[src/verilog/sio_delay_pkg.sv]
package sio_delay_pkg;

	// lane tap settings
	localparam int tap_width = 5;
	localparam int max_tap = (1 << tap_width) - 1; // 31 taps, one clock each

	// load pulse seen by the delay line after a tap change
	localparam int load_pulse_cycles = 4;
	localparam int pulse_cnt_width = $clog2(load_pulse_cycles + 1);

	// wishbone side
	localparam int adr_width = 4; // word address
	localparam int wb_data_width = 32;

	// lane count used when the top level is not overridden
	localparam int num_lanes_default = 4;

	// lane tap words sit at 0 .. lanes-1
	// the busy status word follows the last lane tap word
	function automatic logic [adr_width-1:0] status_addr_offset(input int lanes);
		return adr_width'(lanes);
	endfunction

endpackage
[src/verilog/sio_delay_top.sv]
`timescale 1ns/1ps

module sio_delay_top
	import sio_delay_pkg::*;
#(
	parameter int num_lanes = num_lanes_default // 1 to 8 lanes
)
(
	input  logic                     clk,
	input  logic                     reset,

	// wishbone classic slave
	input  logic                     wb_cyc,
	input  logic                     wb_stb,
	input  logic                     wb_we,
	input  logic [adr_width-1:0]     wb_adr,
	input  logic [wb_data_width-1:0] wb_dat_w,
	output logic [wb_data_width-1:0] wb_dat_r,
	output logic                     wb_ack,

	// lane data
	input  logic [num_lanes-1:0]     data_in,
	output logic [num_lanes-1:0]     data_out
);

	logic [num_lanes*tap_width-1:0] delay_tap;
	logic [num_lanes-1:0]           delay_data_reset; // also the busy status

	sio_delay_regs #(
		.num_lanes (num_lanes)
	) i_regs (
		.clk       (clk),
		.reset     (reset),
		.wb_cyc    (wb_cyc),
		.wb_stb    (wb_stb),
		.wb_we     (wb_we),
		.wb_adr    (wb_adr),
		.wb_dat_w  (wb_dat_w),
		.wb_dat_r  (wb_dat_r),
		.wb_ack    (wb_ack),
		.busy      (delay_data_reset),
		.delay_tap (delay_tap)
	);

	// one reset generator and one delay line per lane
	generate
		for (genvar g = 0; g < num_lanes; g++)
		begin : lane
			data_delay_reset i_reset_gen (
				.clk              (clk),
				.reset            (reset),
				.delay_tap        (delay_tap[g*tap_width +: tap_width]),
				.delay_data_reset (delay_data_reset[g])
			);

			tap_delay_line i_delay_line (
				.clk              (clk),
				.reset            (reset),
				.data_in          (data_in[g]),
				.delay_tap        (delay_tap[g*tap_width +: tap_width]),
				.delay_data_reset (delay_data_reset[g]),
				.data_out         (data_out[g])
			);
		end
	endgenerate

endmodule

[src/verilog/tap_delay_line.sv]
`timescale 1ns/1ps

module tap_delay_line
	import sio_delay_pkg::*;
(
	input  logic                 clk,
	input  logic                 reset,
	input  logic                 data_in,          // lane bit from the pins
	input  logic [tap_width-1:0] delay_tap,        // requested tap
	input  logic                 delay_data_reset, // load window from the reset generator
	output logic                 data_out          // delayed lane bit
);

	// one tap is one clock
	// total delay is applied_tap plus the output register

	logic [max_tap-1:0]   history;     // past input bits, newest at bit 0
	logic [max_tap:0]     tap_view;    // live input followed by the history
	logic [tap_width-1:0] applied_tap; // tap currently in use

	// entry k of the view is the input from k clocks ago
	assign tap_view = {history, data_in};

	// applied tap follows the request only inside the load window
	// so it holds the value from the last load cycle
	always_ff @(posedge clk)
	begin
		if (reset)
		begin
			applied_tap <= '0;
		end
		else if (delay_data_reset)
		begin
			applied_tap <= delay_tap;
		end
	end

	// history shifts every clock, data is never stalled
	always_ff @(posedge clk)
	begin
		if (reset)
		begin
			history <= '0;
		end
		else
		begin
			history <= tap_view[max_tap-1:0]; // drop the oldest bit
		end
	end

	// pick the bit from applied_tap clocks ago
	// many data bits are in flight at once
	always_ff @(posedge clk)
	begin
		if (reset)
		begin
			data_out <= 1'b0;
		end
		else
		begin
			data_out <= tap_view[applied_tap];
		end
	end

endmodule

[src/verilog/data_delay_reset.sv]
`timescale 1ns/1ps

module data_delay_reset
	import sio_delay_pkg::*;
(
	input  logic                 clk,
	input  logic                 reset,
	input  logic [tap_width-1:0] delay_tap,       // tap from the register block
	output logic                 delay_data_reset // load pulse, active high
);

	localparam logic state_idle = 1'b0;
	localparam logic state_active = 1'b1;

	// counter value on the last high cycle of the pulse
	localparam logic [pulse_cnt_width-1:0] last_count =
		pulse_cnt_width'(load_pulse_cycles - 1);

	logic                       state;
	logic [tap_width-1:0]       curr_delay_tap; // tap last handed to the delay line
	logic [pulse_cnt_width-1:0] counter;

	always_ff @(posedge clk)
	begin
		if (reset)
		begin
			state <= state_idle;
			curr_delay_tap <= '0;
			counter <= '0;
			delay_data_reset <= 1'b0;
		end
		else
		begin
			case (state)
				state_idle:
				begin
					counter <= '0;
					if (delay_tap != curr_delay_tap)
					begin
						// tap changed, start the load pulse
						delay_data_reset <= 1'b1;
						state <= state_active;
					end
					else
					begin
						delay_data_reset <= 1'b0;
					end
				end

				state_active:
				begin
					if (counter < last_count)
					begin
						delay_data_reset <= 1'b1;
						counter <= counter + 1'b1;
					end
					else
					begin
						// end of pulse, later writes are seen back in idle
						delay_data_reset <= 1'b0;
						counter <= '0;
						curr_delay_tap <= delay_tap;
						state <= state_idle;
					end
				end
			endcase
		end
	end

endmodule

[src/verilog/sio_delay_regs.sv]
`timescale 1ns/1ps

module sio_delay_regs
	import sio_delay_pkg::*;
#(
	parameter int num_lanes = num_lanes_default
)
(
	input  logic                           clk,
	input  logic                           reset,

	// wishbone classic slave
	input  logic                           wb_cyc,
	input  logic                           wb_stb,
	input  logic                           wb_we,
	input  logic [adr_width-1:0]           wb_adr,
	input  logic [wb_data_width-1:0]       wb_dat_w,
	output logic [wb_data_width-1:0]       wb_dat_r,
	output logic                           wb_ack,

	// lane side
	input  logic [num_lanes-1:0]           busy,     // load pulses, one per lane
	output logic [num_lanes*tap_width-1:0] delay_tap // lane taps, lane 0 lowest
);

	logic [tap_width-1:0]     tap_reg [num_lanes];
	logic                     req;
	logic                     hit_status;
	logic [num_lanes-1:0]     hit_lane;
	logic [wb_data_width-1:0] rd_data;

	// new request only while ack is low, so each transfer gets one ack
	assign req = wb_cyc & wb_stb & ~wb_ack;

	assign hit_status = (wb_adr == status_addr_offset(num_lanes));

	// word address decode for the tap registers
	always_comb
	begin
		for (int i = 0; i < num_lanes; i++)
		begin
			hit_lane[i] = (wb_adr == adr_width'(i));
		end
	end

	// read mux, unmapped words read as zero
	always_comb
	begin
		rd_data = '0;
		for (int i = 0; i < num_lanes; i++)
		begin
			if (hit_lane[i])
			begin
				rd_data[tap_width-1:0] = tap_reg[i];
			end
		end
		if (hit_status)
		begin
			rd_data[num_lanes-1:0] = busy;
		end
	end

	// single cycle ack, also for unmapped addresses
	always_ff @(posedge clk)
	begin
		if (reset)
		begin
			wb_ack <= 1'b0;
		end
		else
		begin
			wb_ack <= req;
		end
	end

	// tap writes land on the edge that raises ack
	always_ff @(posedge clk)
	begin
		if (reset)
		begin
			for (int i = 0; i < num_lanes; i++)
			begin
				tap_reg[i] <= '0;
			end
		end
		else if (req && wb_we)
		begin
			for (int i = 0; i < num_lanes; i++)
			begin
				if (hit_lane[i])
				begin
					tap_reg[i] <= wb_dat_w[tap_width-1:0]; // upper bits dropped
				end
			end
		end
	end

	// read data held while ack is high
	always_ff @(posedge clk)
	begin
		if (req)
		begin
			wb_dat_r <= rd_data;
		end
	end

	// flatten the taps for the lanes
	generate
		for (genvar g = 0; g < num_lanes; g++)
		begin : tap_out
			assign delay_tap[g*tap_width +: tap_width] = tap_reg[g];
		end
	endgenerate

endmodule

[config.mk]
export PLATFORM = sky130hd
export DESIGN_NAME = sio_delay_top
export DESIGN_NICKNAME = d
export VERILOG_FILES = /design/src/verilog/sio_delay_pkg.sv /design/src/verilog/sio_delay_top.sv /design/src/verilog/tap_delay_line.sv /design/src/verilog/data_delay_reset.sv /design/src/verilog/sio_delay_regs.sv
export SDC_FILE = /design/constraint.sdc
export NUM_CORES = 1
export LEC_CHECK = 0
export BUFFER_PORTS_ARGS = -buffer_cell sky130_fd_sc_hd__buf_2
export CAP_MARGIN = 20
export CORE_MARGIN = 3
export CORE_UTILIZATION = 45
export CTS_BUF_LIST = sky130_fd_sc_hd__clkbuf_4
export DETAILED_ROUTE_END_ITERATION = 10
export HOLD_SLACK_MARGIN = 0.08
export PLACE_DENSITY = 0.71
export SKIP_CTS_REPAIR_TIMING = 1
export SYNTH_ARGS = -nofsm -noshare
export SYNTH_HDL_FRONTEND = slang
export SYNTH_SLANG_ARGS = --single-unit
export TNS_END_PERCENT = 10
[constraint.sdc]
create_clock -name clk -period 3.6 [get_ports clk]
set_input_delay 0.72 -clock clk [delete_from_list [all_inputs] [get_ports clk]]
set_output_delay 0.72 -clock clk [all_outputs]
set_load 0.03 [all_outputs]
==> results.md <==
- Critical Path Max Stage Delay: 0.38 ns
- GRT Util Overall: 0.150
- Area leader, netlist: dfxtp_1
- Register area share after synthesis: 0.543
- Die extent in x: 141 microns
- Number of H-tree levels: 2
- Crit start category: flip-flop
- Crit path to: wb_dat_r[3]
- Worst Setup Path Type: reg2out
- Post-Route Skew: 0.0271 ns
- Vias in the first global route: 5128
- Critical path capture point type: primary output
- CTS Buffer Depth: 3
- IO Pins: 82
- Nets: 793
- Skew-Pair Late Insertion Delay: 0.64 ns
- Slew Viols, Final: 0
- Wirelength per Cell: 14.3 microns
- Worst-margin pin slew: 0.638 ns
- Starting Density: 0.466
- FF+latch count, synth: 210
- Cell row count: 48
- Antenna violations before repair: 0
- Num CTS Buffers: 50
- Hold Fails Final Rpt: 0
- Worst Setup Slack, final: 1.68 ns
- Synth Flop Type: dfxtp_1
- Most common cell in the netlist: dfxtp_1
- DRC: 0
- Die Footprint: 19900 sq um
- GRT overflow: 0
- Layout cells sized above 1: 0.171
- Root Driver: clkbuf_4
- Vias per cell: 4.94
- RSZ-0062 raised after global routing: false
- Final setup TNS: 0 ns
- Port-buffer cells: 27
- Critical Path Source: i_regs.wb_dat_r[3]
- Routed WL: 14300 microns
- HPWL after DPL: 9660 microns
- Clk slew on worst S/H paths: 0.07 ns
- Largest net degree at the start of global routing: 82
- Top Family by Delay on Critical Path: flip-flops
- Cell at the slowest stage of the critical path: edfxtp_1
- Top cell type's share of synthesized area: 0.451
- Overall power: 4.52 mW
- Maximum VDD drop: 0.277 mV
- Most frequent cells after synthesis: 185 x dfxtp_1, 127 x nor2b_1, 46 x nor2_1, 42 x mux2i_1, 31 x buf_4
- Synth Warn #: 0
- Chip height: 141 microns
- Final Cycle Share: 0.532
- Count of cell types in the netlist: 49
- First-pass GRT wire length: 24700 microns
- First DRT Iteration DRCs: 284
- Syn Area/Cell: 11.6 sq um
- Fmax: 522 MHz
- CTS tree: yes
- Max FFs per register: 124
- Syn Inst Count: 708
- Critical path depth: 1
- Lkg Pwr: 3.67 nW
- Cell chain of the critical path: buf_2
- Number of diodes: 0
- Minimum clock period: 1.92 ns
- Worst Path Required: 2.88 ns
- Status: finished, final reports clean
- Syn Std Cell Area: 8210 sq um
- Antenna-violating nets left: 0
- Core area: 17600 sq um
- Worst slack, placed: 1.30 ns
- Max-Slew Margin vs Limit: 0.572
- Biggest register: lane.i_delay_line.history
- Reg2Reg Capture Point: lane[3].i_delay_line.data_out
- Min-Delay Path Class: in2reg
- Pwr/cell area: 506 nW/um^2
- Worst Path Arrival: 1.20 ns
- TritonCTS Sinks: 210
- Final setup viols: 0
- Area delta synth->final: 8.77%
- Detailed-route via count: 4944
- FF-to-FF Start: lane[3].i_delay_line.applied_tap[0]
- Worst hold start: data_in[0]
- Asr flop ratio synth: 0
- Max FO, Critical Path: 1
- R2r setup slk: 1.72 ns
- Synth area leaders: dfxtp_1 45%, nor2b_1 9.7%, edfxtp_1 9.1%, mux2i_1 5.1%, mux4_2 4.9%
- DRT Pass-1 Iters: 4
- Placer congestion estimate: 0.777
- Number of cells on the worst reg-to-reg path: 3
- Post-synth EDFFs: 25
- Number of max-cap violations: 0
- CP Buf/Inv Count: 1
==> power breakdown <==
| group | leakage, nW | total [mW] | internal (mW) | switching (mW) |
|---|---|---|---|---|
| clock | 0.350 | 1.81 | 0.944 | 0.869 |
| sequential | 1.75 | 2.48 | 2.41 | 0.0652 |
| combinational | 1.57 | 0.229 | 0.0903 | 0.139 |
| total | 3.67 | 4.52 | 3.45 | 1.07 |
==> layout by cell type (no fill, tap or decap), types with 12 or more instances in the layout <==
| cell | count |
|---|---|
| nor2_1 | 46 |
| conb_1 | 27 |
| nand3_1 | 12 |
| edfxtp_1 | 25 |
| clkbuf_4 | 68 |
| nand2_1 | 21 |
| mux4_2 | 18 |
| mux4_1 | 12 |
| and2_1 | 29 |
| a21oi_1 | 14 |
| buf_2 | 26 |
| nor2b_1 | 127 |
| dfxtp_1 | 185 |
| mux2i_1 | 42 |
| clkinv_1 | 12 |
==> worst reg2reg max path: stages, from the launching register on <==
cell	delay, ns
dfxtp_1	0.60
mux4_1	0.60
mux2_2	0.29
o311a_1	0.29
==> worst min path at each step <==
stage	cells after the start	to
detailed placement	1	lane[3].i_reset_gen.counter[0]
CTS	2	lane[0].i_delay_line.history[0]
global route	2	lane[2].i_delay_line.history[0]
floorplan	1	lane[0].i_reset_gen.counter[0]
global placement	1	lane[3].i_reset_gen.counter[0]
finish	2	lane[0].i_delay_line.history[0]
==> stage by stage <==
step,cell area [sq um],utilization,std cells,hold slack [ns]
CTS,8930,0.507,1001,0.268
finish,8930,0.507,1001,0.318
detailed placement,8320,0.473,917,0.412
global placement,8320,0.473,917,0.406
global route,8930,0.507,1001,0.289
floorplan,8310,-,734,0.399
==> final cells by class <==
class                      instances  area [sq um]
clock buffer                      68           510
clock inverter                    16          95.1
fill                            1567          8670
inverter                           7          26.3
multi-input combinational        445          3390
sequential                       210          4450
tap                              225           282
timing repair buffer              30           173
==> logic make-up after synthesis <==
logic type | count (synthesis) | synth area share
fa+ha+maj | 4 | 0.00610
simple gates | 260 | 0.177
xor+xnor | 20 | 0.0213
other cells | 1 | 0.000457
buf+inv | 79 | 0.0566
compound gates | 51 | 0.0422
mux | 83 | 0.154
flops | 210 | 0.543
==> routing by layer <==
metal  part of all wire  global-route usage
met1               0.46               0.200
met2               0.46               0.236
met3              0.057              0.0353
met4              0.020              0.0602
met5                  0                   0
No activity file was read; power rests on OpenSTA's default activity.
